### src/source/exec_pkg.sv
package exec_pkg;

    localparam int xlen       = 32;
    localparam int reg_addr_w = 5;
    localparam int md_steps   = 32;
    localparam int md_cnt_w   = $clog2(md_steps);

    // Positions in the produce and ready vectors
    localparam int n_outs   = 4;
    localparam int out_res  = 0;
    localparam int out_mcmd = 1;
    localparam int out_mreq = 2;
    localparam int out_jmp  = 3;

    localparam int res_pkt_w  = reg_addr_w + xlen;      // rd, value
    localparam int mcmd_pkt_w = reg_addr_w + 3 + 2;     // rd, funct, offset
    localparam int jmp_pkt_w  = 3 + xlen;               // flags, target

    typedef enum logic [2:0] {
        op_alu    = 3'd0,
        op_load   = 3'd1,
        op_store  = 3'd2,
        op_branch = 3'd3,
        op_jump   = 3'd4,
        op_muldiv = 3'd5
    } op_type_e;

    typedef enum logic [2:0] {
        alu_add_sub = 3'b000,
        alu_sll     = 3'b001,
        alu_slt     = 3'b010,
        alu_sltu    = 3'b011,
        alu_xor     = 3'b100,
        alu_srl_sra = 3'b101,
        alu_or      = 3'b110,
        alu_and     = 3'b111
    } alu_funct_e;

    // Stores share these widths (sb, sh, sw)
    typedef enum logic [2:0] {
        ls_lb  = 3'b000,
        ls_lh  = 3'b001,
        ls_lw  = 3'b010,
        ls_lbu = 3'b100,
        ls_lhu = 3'b101
    } ls_funct_e;

    typedef enum logic [2:0] {
        br_beq  = 3'b000,
        br_bne  = 3'b001,
        br_blt  = 3'b100,
        br_bge  = 3'b101,
        br_bltu = 3'b110,
        br_bgeu = 3'b111
    } br_funct_e;

    typedef enum logic [2:0] {
        md_mul   = 3'b000,
        md_mulhu = 3'b011,
        md_divu  = 3'b101,
        md_remu  = 3'b111
    } md_funct_e;

    // funct3 field, meaning picked by op_type
    typedef union packed {
        alu_funct_e alu;
        ls_funct_e  ls;
        br_funct_e  br;
        md_funct_e  md;
    } exec_funct_u;

endpackage

### src/source/mem_req_if.sv
`timescale 1ns/1ps

interface mem_req_if import exec_pkg::*; ();

    logic            valid;
    logic            ready;
    logic            read_enable;
    logic [3:0]      write_enable;   // Byte lane mask
    logic [xlen-1:0] addr;
    logic [xlen-1:0] data;

    modport core (
        output valid, read_enable, write_enable, addr, data,
        input  ready
    );

    modport stage (
        input  valid, read_enable, write_enable, addr, data,
        output ready
    );

endinterface

### src/source/exec_alu.sv
`timescale 1ns/1ps

module exec_alu import exec_pkg::*; (
    input  logic [xlen-1:0] a,
    input  logic [xlen-1:0] b,
    input  exec_funct_u     funct,
    input  op_type_e        op_type,
    input  logic            alt,
    output logic [xlen-1:0] result,
    output logic [xlen-1:0] sum,
    output logic            take_branch
);

    logic                       sub;
    logic [xlen:0]              full;
    logic                       eq;
    logic                       lt;
    logic                       ltu;
    logic [$clog2(xlen)-1:0]    shamt;
    logic signed [xlen-1:0]     sra_res;

    always_comb begin
        case (op_type)
            op_branch: sub = 1'b1;
            op_alu:    sub = (funct.alu == alu_slt) || (funct.alu == alu_sltu) ||
                             ((funct.alu == alu_add_sub) && alt);
            default:   sub = 1'b0;
        endcase
    end

    // Carry out of a + ~b + 1 means no borrow
    assign full    = {1'b0, a} + {1'b0, (sub ? ~b : b)} + {{xlen{1'b0}}, sub};
    assign sum     = full[xlen-1:0];
    assign eq      = (a == b);
    assign ltu     = !full[xlen];
    assign lt      = (a[xlen-1] != b[xlen-1]) ? a[xlen-1] : sum[xlen-1];
    assign shamt   = b[$clog2(xlen)-1:0];
    assign sra_res = $signed(a) >>> shamt;

    always_comb begin
        case (funct.alu)
            alu_add_sub: result = sum;
            alu_sll:     result = a << shamt;
            alu_slt:     result = {{(xlen-1){1'b0}}, lt};
            alu_sltu:    result = {{(xlen-1){1'b0}}, ltu};
            alu_xor:     result = a ^ b;
            alu_srl_sra: result = alt ? sra_res : (a >> shamt);
            alu_or:      result = a | b;
            default:     result = a & b;
        endcase
    end

    always_comb begin
        case (funct.br)
            br_beq:  take_branch = eq;
            br_bne:  take_branch = !eq;
            br_blt:  take_branch = lt;
            br_bge:  take_branch = !lt;
            br_bltu: take_branch = ltu;
            br_bgeu: take_branch = !ltu;
            default: take_branch = 1'b0;
        endcase
    end

endmodule

### src/source/exec_muldiv.sv
`timescale 1ns/1ps

module exec_muldiv import exec_pkg::*; (
    input  logic            clk,
    input  logic            rst_n,
    input  logic            enable,
    input  logic            start,
    input  md_funct_e       funct,
    input  logic [xlen-1:0] a,
    input  logic [xlen-1:0] b,
    output logic            busy,
    output logic            last,
    output logic [xlen-1:0] result
);

    logic [md_cnt_w-1:0] count;
    md_funct_e           op;
    md_funct_e           src_op;
    logic [2*xlen-1:0]   acc;
    logic [2*xlen-1:0]   src_acc;
    logic [2*xlen-1:0]   acc_next;
    logic [xlen-1:0]     opb;
    logic [xlen-1:0]     src_b;
    logic [xlen:0]       psum;
    logic [xlen+1:0]     trial;

    assign busy = (count != '0);
    assign last = (count == md_cnt_w'(md_steps - 1));

    // Start applies step zero straight to the incoming operands
    assign src_acc = start ? {{xlen{1'b0}}, a} : acc;
    assign src_b   = start ? b : opb;
    assign src_op  = start ? funct : op;

    // Upper half holds the partial product or the remainder
    always_comb begin
        psum  = {1'b0, src_acc[2*xlen-1:xlen]} + (src_acc[0] ? {1'b0, src_b} : '0);
        trial = {1'b0, src_acc[2*xlen-1:xlen-1]} - {2'b00, src_b};
        if ((src_op == md_mul) || (src_op == md_mulhu)) begin
            acc_next = {psum, src_acc[xlen-1:1]};
        end else if (!trial[xlen+1]) begin
            acc_next = {trial[xlen-1:0], src_acc[xlen-2:0], 1'b1};   // Quotient bit set
        end else begin
            acc_next = {src_acc[2*xlen-2:0], 1'b0};                  // Restore
        end
    end

    always_comb begin
        case (src_op)
            md_mulhu, md_remu: result = acc_next[2*xlen-1:xlen];
            default:           result = acc_next[xlen-1:0];
        endcase
    end

    always_ff @(posedge clk) begin
        if (!rst_n) begin
            count <= '0;
        end else if (enable) begin
            if (start) begin
                count <= md_cnt_w'(1);
            end else if (busy) begin
                count <= count + md_cnt_w'(1);   // Wraps to zero after the last step
            end
        end
    end

    always_ff @(posedge clk) begin
        if (enable && (start || busy)) begin
            acc <= acc_next;
        end
        if (enable && start) begin
            opb <= b;
            op  <= funct;
        end
    end

endmodule

### src/source/exec_stream_ctrl.sv
`timescale 1ns/1ps

module exec_stream_ctrl import exec_pkg::*; (
    input  logic              cmd_valid,
    input  logic              consume,
    input  logic [n_outs-1:0] produce,
    input  logic [n_outs-1:0] out_ready,
    output logic              cmd_ready,
    output logic              enable,
    output logic [n_outs-1:0] out_valid
);

    logic [n_outs-1:0] blocked;

    // An output only stalls the stage if this command writes to it
    assign blocked = produce & ~out_ready;

    assign enable    = cmd_valid && (blocked == '0);
    assign cmd_ready = enable && consume;
    assign out_valid = produce & {n_outs{enable}};

endmodule

### src/source/exec_out_slice.sv
`timescale 1ns/1ps

module exec_out_slice #(
    parameter int width = 32
) (
    input  logic             clk,
    input  logic             rst_n,
    input  logic             in_valid,
    input  logic [width-1:0] in_data,
    output logic             in_ready,
    output logic             out_valid,
    output logic [width-1:0] out_data,
    input  logic             out_ready
);

    // Free when empty or draining this cycle
    assign in_ready = !out_valid || out_ready;

    always_ff @(posedge clk) begin
        if (!rst_n) begin
            out_valid <= 1'b0;
        end else if (in_ready) begin
            out_valid <= in_valid;
        end
    end

    always_ff @(posedge clk) begin
        if (in_valid && in_ready) begin
            out_data <= in_data;
        end
    end

endmodule

### src/source/exec_mem_slice.sv
`timescale 1ns/1ps

module exec_mem_slice import exec_pkg::*; (
    input  logic            clk,
    input  logic            rst_n,
    mem_req_if.stage        req_in,
    output logic            req_out_valid,
    output logic            req_out_read_enable,
    output logic [3:0]      req_out_write_enable,
    output logic [xlen-1:0] req_out_addr,
    output logic [xlen-1:0] req_out_data,
    input  logic            req_out_ready
);

    logic load;

    assign req_in.ready = !req_out_valid || req_out_ready;
    assign load         = req_in.valid && req_in.ready;

    // Enables drop to zero whenever the stage empties
    always_ff @(posedge clk) begin
        if (!rst_n) begin
            req_out_valid        <= 1'b0;
            req_out_read_enable  <= 1'b0;
            req_out_write_enable <= 4'b0000;
        end else if (req_in.ready) begin
            req_out_valid        <= req_in.valid;
            req_out_read_enable  <= req_in.valid && req_in.read_enable;
            req_out_write_enable <= req_in.valid ? req_in.write_enable : 4'b0000;
        end
    end

    always_ff @(posedge clk) begin
        if (load) begin
            req_out_addr <= req_in.addr;
            req_out_data <= req_in.data;
        end
    end

endmodule

### src/source/exec_stage.sv
`timescale 1ns/1ps

module exec_stage import exec_pkg::*; (
    input  logic                  clk,
    input  logic                  rst_n,

    input  logic                  cmd_valid,
    output logic                  cmd_ready,
    input  op_type_e              cmd_op_type,
    input  exec_funct_u           cmd_funct,
    input  logic                  cmd_alt,
    input  logic                  cmd_fwd_rs1,
    input  logic                  cmd_fwd_rs2,
    input  logic [xlen-1:0]       cmd_rs1,
    input  logic [xlen-1:0]       cmd_rs2,
    input  logic [xlen-1:0]       cmd_store_data,
    input  logic [xlen-1:0]       cmd_imm,
    input  logic [xlen-1:0]       cmd_pc,
    input  logic [xlen-1:0]       cmd_next_pc,
    input  logic [reg_addr_w-1:0] cmd_rd,

    output logic                  res_valid,
    input  logic                  res_ready,
    output logic [reg_addr_w-1:0] res_rd,
    output logic [xlen-1:0]       res_value,

    output logic                  mcmd_valid,
    input  logic                  mcmd_ready,
    output logic [reg_addr_w-1:0] mcmd_rd,
    output ls_funct_e             mcmd_funct,
    output logic [1:0]            mcmd_offset,

    output logic                  mreq_valid,
    input  logic                  mreq_ready,
    output logic                  mreq_read_enable,
    output logic [3:0]            mreq_write_enable,
    output logic [xlen-1:0]       mreq_addr,
    output logic [xlen-1:0]       mreq_data,

    output logic                  jmp_valid,
    input  logic                  jmp_ready,
    output logic                  jmp_branched,
    output logic                  jmp_jumped,
    output logic [xlen-1:0]       jmp_target,
    output logic                  jmp_update_pc
);

    mem_req_if mreq_next ();

    logic [xlen-1:0]       last_value;
    logic [xlen-1:0]       opnd_a;
    logic [xlen-1:0]       opnd_b;
    logic [xlen-1:0]       alu_b;
    logic [xlen-1:0]       alu_result;
    logic [xlen-1:0]       alu_sum;
    logic                  take_branch;
    logic                  md_start;
    logic                  md_busy;
    logic                  md_last;
    logic [xlen-1:0]       md_result;
    logic                  enable;
    logic                  consume;
    logic [n_outs-1:0]     produce;
    logic [n_outs-1:0]     stage_ready;
    logic [n_outs-1:0]     stage_valid;
    logic [1:0]            offset;
    logic [xlen-1:0]       link;
    logic [xlen-1:0]       res_next;
    logic [xlen-1:0]       store_lanes;
    logic [3:0]            store_mask;
    logic [xlen-1:0]       jmp_next_target;
    logic                  jmp_next_branched;
    logic                  jmp_next_jumped;
    logic [res_pkt_w-1:0]  res_pkt;
    logic [mcmd_pkt_w-1:0] mcmd_pkt;
    logic [2:0]            mcmd_funct_bits;
    logic [jmp_pkt_w-1:0]  jmp_pkt;

    assign opnd_a = cmd_fwd_rs1 ? last_value : cmd_rs1;
    assign opnd_b = cmd_fwd_rs2 ? last_value : cmd_rs2;

    // Address and jump target use the immediate
    assign alu_b = ((cmd_op_type == op_load) || (cmd_op_type == op_store) ||
                    (cmd_op_type == op_jump)) ? cmd_imm : opnd_b;

    assign offset   = alu_sum[1:0];
    assign link     = cmd_pc + xlen'(4);
    assign md_start = (cmd_op_type == op_muldiv) && !md_busy;

    always_comb begin
        case (cmd_funct.ls)
            ls_lb: begin
                store_lanes = xlen'(cmd_store_data[7:0]) << {offset, 3'b000};
                store_mask  = 4'b0001 << offset;
            end
            ls_lh: begin
                store_lanes = xlen'(cmd_store_data[15:0]) << {offset, 3'b000};
                store_mask  = 4'b0011 << offset;
            end
            default: begin
                store_lanes = cmd_store_data;
                store_mask  = 4'b1111;
            end
        endcase
    end

    always_comb begin
        produce                = '0;
        consume                = 1'b1;
        res_next               = alu_result;
        jmp_next_branched      = 1'b0;
        jmp_next_jumped        = 1'b0;
        jmp_next_target        = link;
        mreq_next.read_enable  = 1'b0;
        mreq_next.write_enable = 4'b0000;
        mreq_next.data         = '0;
        case (cmd_op_type)
            op_alu: produce[out_res] = 1'b1;
            op_load: begin
                produce[out_mreq]     = 1'b1;
                produce[out_mcmd]     = 1'b1;
                mreq_next.read_enable = 1'b1;
            end
            op_store: begin
                produce[out_mreq]      = 1'b1;
                mreq_next.write_enable = store_mask;
                mreq_next.data         = store_lanes;
            end
            op_branch: begin
                produce[out_jmp]  = 1'b1;
                jmp_next_branched = take_branch;
                jmp_next_target   = take_branch ? (cmd_pc + cmd_imm) : link;
            end
            op_jump: begin
                produce[out_jmp] = 1'b1;
                produce[out_res] = (cmd_rd != '0);   // No write to x0
                res_next         = link;
                jmp_next_jumped  = 1'b1;
                jmp_next_target  = alu_sum;
            end
            op_muldiv: begin
                // Held until the final iteration
                consume          = md_last;
                produce[out_res] = md_last;
                res_next         = md_result;
            end
            default: produce = '0;
        endcase
    end

    assign mreq_next.valid = stage_valid[out_mreq];
    assign mreq_next.addr  = alu_sum;
    assign stage_ready[out_mreq] = mreq_next.ready;

    always_ff @(posedge clk) begin
        if (stage_valid[out_res]) begin
            last_value <= res_next;
        end
    end

    exec_alu alu_i (
        .a(opnd_a), .b(alu_b), .funct(cmd_funct), .op_type(cmd_op_type), .alt(cmd_alt),
        .result(alu_result), .sum(alu_sum), .take_branch(take_branch)
    );

    exec_muldiv muldiv_i (
        .clk, .rst_n, .enable, .start(md_start), .funct(cmd_funct.md),
        .a(opnd_a), .b(opnd_b), .busy(md_busy), .last(md_last), .result(md_result)
    );

    exec_stream_ctrl ctrl_i (
        .cmd_valid, .consume, .produce, .out_ready(stage_ready),
        .cmd_ready, .enable, .out_valid(stage_valid)
    );

    exec_out_slice #(.width(res_pkt_w)) res_slice_i (
        .clk, .rst_n,
        .in_valid(stage_valid[out_res]), .in_data({cmd_rd, res_next}),
        .in_ready(stage_ready[out_res]),
        .out_valid(res_valid), .out_data(res_pkt), .out_ready(res_ready)
    );

    exec_out_slice #(.width(mcmd_pkt_w)) mcmd_slice_i (
        .clk, .rst_n,
        .in_valid(stage_valid[out_mcmd]), .in_data({cmd_rd, cmd_funct.ls, offset}),
        .in_ready(stage_ready[out_mcmd]),
        .out_valid(mcmd_valid), .out_data(mcmd_pkt), .out_ready(mcmd_ready)
    );

    exec_out_slice #(.width(jmp_pkt_w)) jmp_slice_i (
        .clk, .rst_n,
        .in_valid(stage_valid[out_jmp]),
        .in_data({jmp_next_branched, jmp_next_jumped,
                  (jmp_next_target != cmd_next_pc), jmp_next_target}),
        .in_ready(stage_ready[out_jmp]),
        .out_valid(jmp_valid), .out_data(jmp_pkt), .out_ready(jmp_ready)
    );

    exec_mem_slice mreq_slice_i (
        .clk, .rst_n, .req_in(mreq_next),
        .req_out_valid(mreq_valid), .req_out_read_enable(mreq_read_enable),
        .req_out_write_enable(mreq_write_enable), .req_out_addr(mreq_addr),
        .req_out_data(mreq_data), .req_out_ready(mreq_ready)
    );

    assign {res_rd, res_value} = res_pkt;
    assign {mcmd_rd, mcmd_funct_bits, mcmd_offset} = mcmd_pkt;
    assign mcmd_funct = ls_funct_e'(mcmd_funct_bits);
    assign {jmp_branched, jmp_jumped, jmp_update_pc, jmp_target} = jmp_pkt;

endmodule

### config.mk
export PLATFORM = sky130hd
export DESIGN_NAME = exec_stage
export DESIGN_NICKNAME = d
export VERILOG_FILES = /design/src/source/exec_pkg.sv /design/src/source/mem_req_if.sv /design/src/source/exec_alu.sv /design/src/source/exec_muldiv.sv /design/src/source/exec_stream_ctrl.sv /design/src/source/exec_out_slice.sv /design/src/source/exec_mem_slice.sv /design/src/source/exec_stage.sv
export SDC_FILE = /design/constraint.sdc
export NUM_CORES = 1
export LEC_CHECK = 0
export BUFFER_PORTS_ARGS = -buffer_cell sky130_fd_sc_hd__clkbuf_2
export CAP_MARGIN = 20
export CORE_ASPECT_RATIO = 1.5
export CORE_MARGIN = 4
export CORE_UTILIZATION = 50
export DETAILED_ROUTE_END_ITERATION = 6
export MAX_ROUTING_LAYER = met4
export PLACE_DENSITY = 0.69
export SYNTH_ARGS = -nofsm -noshare
export SYNTH_HDL_FRONTEND = slang
export SYNTH_SLANG_ARGS = --single-unit
### constraint.sdc
create_clock -name clk -period 8.2 [get_ports clk]
set_input_delay 0 -clock clk [delete_from_list [all_inputs] [get_ports clk]]
set_output_delay 0 -clock clk [all_outputs]
set_load 0.1 [all_outputs]
# == Yosys cells after proc, flatten, opt, wreduce, memory -nomap -nowiden ==
# Index checks and enable logic that the tools add are counted.
# W data, S select, Z words.
# totals
regBits,291
input_bits,213
output_inout_bits,156
wordCells,127
# op_classes
add_sub_neg,7
n_eq_ne,18
shifts,7
n_mux,31
n_bitwise,7
reduce_logical,40
# ops
cell,n
$mux W32,9
$pmux W32 S7,1
$mux W64,3
$pmux W32 S2,3
$sub A33 B32 Y34,1
$add A32 B32 Y33,1
$add A32 B33 Y33,1
$add A33 B1 Y33,1
$add A32 B3 Y32 const B,1
$add A32 B32 Y32,1
$and A32 B32 Y32,1
$eq A32 B32 Y1,1
$ne A32 B32 Y1,1
$not A32 Y32,1
$or A32 B32 Y32,1
$shl A16 B5 Y32,1
$shl A32 B5 Y32,1
$shl A8 B5 Y32,1
$shr A32 B5 Y32,1
$sshr A32 B5 Y32,1
$xor A32 B32 Y32,1
$eq A3 B3 Y1 const B,7
$eq A3 B2 Y1 const B,5
$logic_and A1 B1 Y1,11
other kinds (24),54

# == Longest topological paths before layout ==
# depth
ltp_word,14
ltp_mapped,26
mapped_depth_nobuf,23

# == Hierarchy ==
# A second synthesis with hierarchy kept.
# unflattened
cells_unflattened,3423
area_unflattened_um2,30048.8
# modules_own_cells
mod,instances,cells_each,area_per_inst_um2,seq_area_each_um2
exec_muldiv,1,971,9330.2,3072.9
exec_alu,1,1174,7990.2,0.0
exec_stage,1,1075,7825.0,960.9
exec_mem_slice,1,90,2170.8,2042.0
exec_out_slice (res_slice_i),1,42,1168.6,1131.1
exec_out_slice (jmp_slice_i),1,40,1108.6,1071.0
exec_out_slice (mcmd_slice_i),1,15,357.8,320.3
exec_stream_ctrl,1,16,97.6,0.0

# == Least setup slack after synthesis ==
# OpenSTA, ideal clock, no wires.
# synth_path
path_type,input -> register
startpoint,in cmd_op_type[0]
endpoint,"reg jmp_slice_i.out_data[32], data pin"
setup_time_ns,0.272
t_arrival_ns,5.858
required_ns,7.928
setup_slack_ns,2.071
cell_stages,23
n_path_buf,3
path_cell_list,or3_1 -> nand3_1 -> mux2_2 -> inv_1 -> clkbuf_1 -> buf_1 -> clkbuf_1 -> xnor2_1 -> fa_1 -> a21oi_1 -> o21ai_1 -> a21oi_1 -> a21oi_2 -> o2111ai_1 -> a211o_1 -> o211a_2 -> nand2_1 -> a31o_2 -> or4b_1 -> xor2_1 -> nor4_1 -> nand4_1 -> or4_1
# synth_via
elab_chain_cells,14
word_cells_on_any_way,23
classes_between,2 x add/sub; 7 x eq/ne; 7 x mux; 1 x bitwise; 6 x reduce/logical
# synth_rtl
element,line,text
start: declaration,exec_stage.sv:9,"input op_type_e cmd_op_type,"
$eq A3 B1 Y1 or $eq A3 B2 Y1 (tied branches),exec_stage.sv:83,assign alu_b = ((cmd_op_type == op_load) || (cmd_op_type == op_store) ||
$logic_or A1 B1 Y1 (2 in a row),exec_stage.sv:83,
$mux W32,exec_stage.sv:84,(cmd_op_type == op_jump)) ? cmd_imm : opnd_b;
$not A32 Y32,exec_alu.sv:32,"assign full = {1'b0, a} + {1'b0, (sub ? ~b : b)} + {{xlen{1'b0}}, sub};"
$mux W32,exec_alu.sv:32,
$add A32 B32 Y33,exec_alu.sv:32,
$add A33 B1 Y33,exec_alu.sv:32,
$mux W1,exec_alu.sv:36,assign lt = (a[xlen-1] != b[xlen-1]) ? a[xlen-1] : sum[xlen-1];
$logic_not A1 Y1,exec_alu.sv:58,br_bge: take_branch = !lt;
$pmux W1 S6,exec_alu.sv:54,case (funct.br)
$mux W32,exec_stage.sv:132,jmp_next_target = take_branch ? (cmd_pc + cmd_imm) : link;
$pmux W32 S2 (*),exec_stage.sv:117,case (cmd_op_type)
via jmp_next_target[9],exec_stage.sv:71,logic [xlen-1:0] jmp_next_target;
$ne A32 B32 Y1 (*),exec_stage.sv:194,"(jmp_next_target != cmd_next_pc), jmp_next_target}),"
via jmp_slice_i.in_data[32],exec_out_slice.sv:9,"input logic [width-1:0] in_data,"
end signal: assignment,exec_out_slice.sv:29,out_data <= in_data;
end: declaration,exec_out_slice.sv:12,"output logic [width-1:0] out_data,"
# Mark *: on every way through the listed nets, which the timed path passes. The rest lies on a longest branch.
# A chain may end at the register's enable or synchronous reset.

# == Final worst setup path ==
# layout_path
startpoint,in cmd_op_type[2]
endpoint,"reg jmp_slice_i.out_data[32], data pin"
# The elaborated chain is that of the path after synthesis.

==> key figures <==
Setup path
  – Crit Path Class: in -> reg
  – CP Launch Type: primary input
  – R2R Setup Slk: 930 ps
  – R2r endpoint: jmp_slice_i.out_data[32]
  – Reg2reg path depth: 21
  – R2r startpoint: last_value[8]
  – WP data required: 8570 ps
  – CP Capture Type: register
  – Worst EP arrival: 8350 ps
  – Worst Path Max Fanout: 29

Floorplanning
  – Die height: 294.5 um
  – Io pins: 369
  – Row count: 104
  – Initial core utilization: 50.79%
  – Width of the chip: 199.0 um
  – CORE AREA: 53870 um2
  – Die area: 58610 um2

GRT
  – First-pass GRT wire length: 206300 um
  – Met3 Usage GRT: 14.50%
  – GR peak layer: met2
  – Initial antenna violation count: 19
  – Global routing usage on met1: 53.36%
  – Total gr overflow: 0
  – Largest net degree at the start of global routing: 70
  – Total GRT Usage: 50.06%
  – GRT met2 Usage: 76.33%
  – Vias in the first global route: 29.44k

Clocking
  – Sink Count: 291
  – Total CTS buffers: 31
  – CTS tree: yes
  – Reg clk slew, reported paths: 70 ps
  – Number of H-tree levels: 1
  – Worst-Skew Late Latency: 630 ps
  – Max Root-Sink Buffers: 3
  – CTS root buffer: clkbuf_16
  – Postcts setup bufs: 0

Power
  – Switching power: 2.935 mW
  – PwrDens: 199.1 nW/um2
  – Worst vdd ir: 0.1812 mV
  – Static Leakage: 13.96 nW
  – Switch share: 45.38%
  – Register share of total power: 27.6%
  – Power share of the clock group: 23.6%
  – Logic pwr share: 48.8%
  – P_int: 3.533 mW

Hold path
  – Hold endpoint: muldiv_i.op[1]
  – Hold path cells: 2
  – Tightest Hold Check Type: in -> reg
  – Hold Startpoint: cmd_funct[1]

Timing
  – Final worst slack: 226.9 ps
  – Fmax: 125.4 MHz
  – Final slew viol count: 0
  – RSZ-0062 raised after global routing: no
  – Crit path time final: 7973 ps
  – Final Cycle Share: 97.23%
  – Setup Viol. Count Final: 0
  – Hold Vio Cnt, Final: 0
  – Worst Skew: 29.32 ps
  – Worst-margin pin slew: 1279 ps
  – Rel. slew slack: 13.81%
  – Fin Setup TNS: 0 ps

Detailed routing
  – First-pass DRT Iterations: 7
  – WL per Instance: 32.69 um
  – DR vias: 31.00k
  – DR vias/cell: 6.865
  – Post-route ant nets: 0
  – DRC Markers: 0
  – Routed WL: 147600 um
  – DR iter-0 viols: 3956

Synth
  – Synth Instances: 3351
  – Ys flop type: edfxtp_1
  – Post-synth ARST share: 0%
  – Post-synth EDFFs: 277
  – Warnings, synthesis: 0
  – Yosys cell types: 92
  – Synthesized net count: 3763
  – Sequential fraction of the synthesis area: 31.42%
  – Mapped Area: 27360 um2
  – Average instance area after synthesis: 8.166 um2
  – #FFs+latches synth: 291

Placed design
  – Post-placement cell area: 30480 um2
  – Final HPWL DP: 113400 um
  – Worst slack at placement: 1035 ps
  – Cell count after placement: 4347
  – PortBufs: 368
  – GP Congestion: 1.155

Cells and area
  – Layout Utilization: 60.30%
  – Fillcell total: 4942
  – Final nets: 4194
  – Post-route insts no fill: 4515
  – Share of layout cells above drive strength 1: 16.29%
  – Area Overhead vs Synth: 18.71%
  – Design Area, Final: 32480 um2

Flow run
  – Number of max-cap violations: 0

Run status
  – Outcome: complete, no violations
==> metrics by stage <==
step / hold slack (ps) / power [mW]
global placement: 211.3 / 4.732
CTS: 3.564 / 6.262
floorplan: 98.87 / 3.582
global route: 22.49 / 6.601
finish: 43.23 / 6.468
detailed placement: 217.6 / 4.722
==> flip-flops by register name (all words and copies together) (netlist names), 3 cells and up <==
signal                             cells
jmp_slice_i.out_data                  35
last_value                            32
mcmd_slice_i.out_data                 10
mreq_slice_i.req_out_addr             32
mreq_slice_i.req_out_data             32
mreq_slice_i.req_out_write_enable      4
muldiv_i.acc                          64
muldiv_i.count                         5
muldiv_i.op                            3
muldiv_i.opb                          32
res_slice_i.out_data                  37
==> how the worst max path moves through the flow <==
stage	from	endpoint	depth (start not counted)
final	cmd_op_type[2]	jmp_slice_i.out_data[32]	25
after global routing	cmd_op_type[2]	jmp_slice_i.out_data[32]	23
after CTS	cmd_op_type[2]	jmp_slice_i.out_data[32]	24
after detailed placement	cmd_op_type[1]	jmp_slice_i.out_data[32]	22
after global placement	cmd_op_type[1]	jmp_slice_i.out_data[32]	22
after floorplan	cmd_op_type[0]	jmp_slice_i.out_data[32]	23
==> Yosys cell counts, types with 14 or more instances <==
cell	count	area share (%)
a31oi_1	54	1.2
buf_1	27	0.37
a221o_1	22	0.80
dfxtp_1	14	1.0
mux2_2	14	0.58
a21o_1	75	2.1
xnor2_1	109	3.5
nand4_1	17	0.39
clkbuf_1	154	2.1
o21a_1	23	0.63
o221ai_1	18	0.58
a21oi_1	320	5.9
inv_1	143	2.0
nand3_1	59	1.1
ha_1	195	8.9
o21ai_0	248	4.5
nor2b_1	26	0.59
nand2b_1	16	0.37
and2_1	65	1.5
a22oi_1	36	0.99
or3_1	19	0.43
edfxtp_1	277	30
a221oi_1	18	0.58
nand2_1	441	6.0
mux2i_1	124	4.5
nor2_1	335	4.6
and3_1	23	0.53
o21bai_1	21	0.58
nor3_1	40	0.73
xor2_1	85	2.7
a211oi_1	32	0.88
o211ai_1	69	1.9
o31ai_1	14	0.38
nor4_1	28	0.64
a211o_1	21	0.67
==> cells in the final DEF, fill, tap and decap left out, types with 14 or more instances in the layout <==
| master | instances |
|---|---|
| a211o_1 | 21 |
| a211oi_1 | 32 |
| a21o_1 | 75 |
| a21oi_1 | 315 |
| a221o_1 | 22 |
| a221oi_1 | 18 |
| a22oi_1 | 36 |
| a31oi_1 | 53 |
| and2_1 | 65 |
| and3_1 | 23 |
| buf_4 | 125 |
| clkbuf_16 | 31 |
| clkbuf_2 | 368 |
| dfxtp_1 | 14 |
| diode_2 | 20 |
| dlygate4sd3_1 | 86 |
| edfxtp_1 | 277 |
| ha_1 | 195 |
| inv_1 | 141 |
| mux2_2 | 14 |
| mux2i_1 | 123 |
| nand2_1 | 440 |
| nand2b_1 | 16 |
| nand3_1 | 57 |
| nand4_1 | 17 |
| nor2_1 | 326 |
| nor2b_1 | 25 |
| nor3_1 | 40 |
| nor4_1 | 28 |
| o211ai_1 | 69 |
| o21a_1 | 22 |
| o21ai_0 | 247 |
| o21bai_1 | 21 |
| o221ai_1 | 18 |
| o31ai_1 | 14 |
| or3_1 | 19 |
| xnor2_1 | 109 |
| xor2_1 | 85 |
==> power by group through the flow <==
stage / Clock (mW) / Combinational, mW / Sequential (mW)
2_1_floorplan: 0 / 1.54 / 2.04
3_3_place_gp: 0 / 2.92 / 1.81
3_5_place_dp: 0 / 2.91 / 1.81
4_1_cts: 1.52 / 2.96 / 1.78
5_1_grt: 1.58 / 3.23 / 1.79
6_report: 1.53 / 3.15 / 1.78
==> timing repair <==
item | 4_1_cts | 5_1_grt
gates resized for setup | 0 | 0
hold endpoints to repair | 89 | 1
hold buffers | 85 | 1
==> worst max-delay path: stages <==
cell	delay, ps
dlygate4sd3_1	530
clkbuf_2	210
buf_4	260
or3_1	190
nand3_2	590
buf_4	480
o21ai_0	980
xnor2_1	140
ha_1	420
a21o_1	220
a21o_1	210
a21o_1	190
a21o_1	190
a21oi_1	210
a211o_1	170
o211a_2	220
a21oi_1	180
nor2_4	400
inv_2	210
a221o_1	410
xor2_1	150
nor4_1	450
o2111ai_1	180
or4_1	520
dlygate4sd3_1	580
==> routing by layer <==
layer  vias up  share of wire [%]
met1     14590                 33
met5         -                  0
met3       835                 11
met4         0                 11
li1      13170                  -
met2      2406                 45
==> final cells by class <==
type | count | area, um2 | share of cell area, %
Sequential cell | 291 | 8598 | 26.47
Clock buffer | 36 | 794.5 | 2.446
Clock inverter | 21 | 259.0 | 0.7973
Inverter | 148 | 555.5 | 1.710
Antenna cell | 20 | 50.05 | 0.1541
Timing Repair Buffer | 582 | 3692 | 11.37
Multi-Input combinational cell | 2728 | 17670 | 54.40
Tap cell | 689 | 862.1 | 2.654
==> kinds of logic (layout without fill, tap and decap cells) <==
group	after synthesis	in the layout	share of synthesized area, %
other	0	20	0
AND/OR/NAND/NOR	1113	1113	18.16
adder cells (fa/ha/maj)	199	199	9.209
XOR/XNOR	194	194	6.209
flip-flops	291	291	31.42
AO/OA/AOI/OAI	1083	1083	25.25
multiplexers	139	139	5.162
buffers and inverters	332	787	4.591
(Power assumes the default switching activity.)
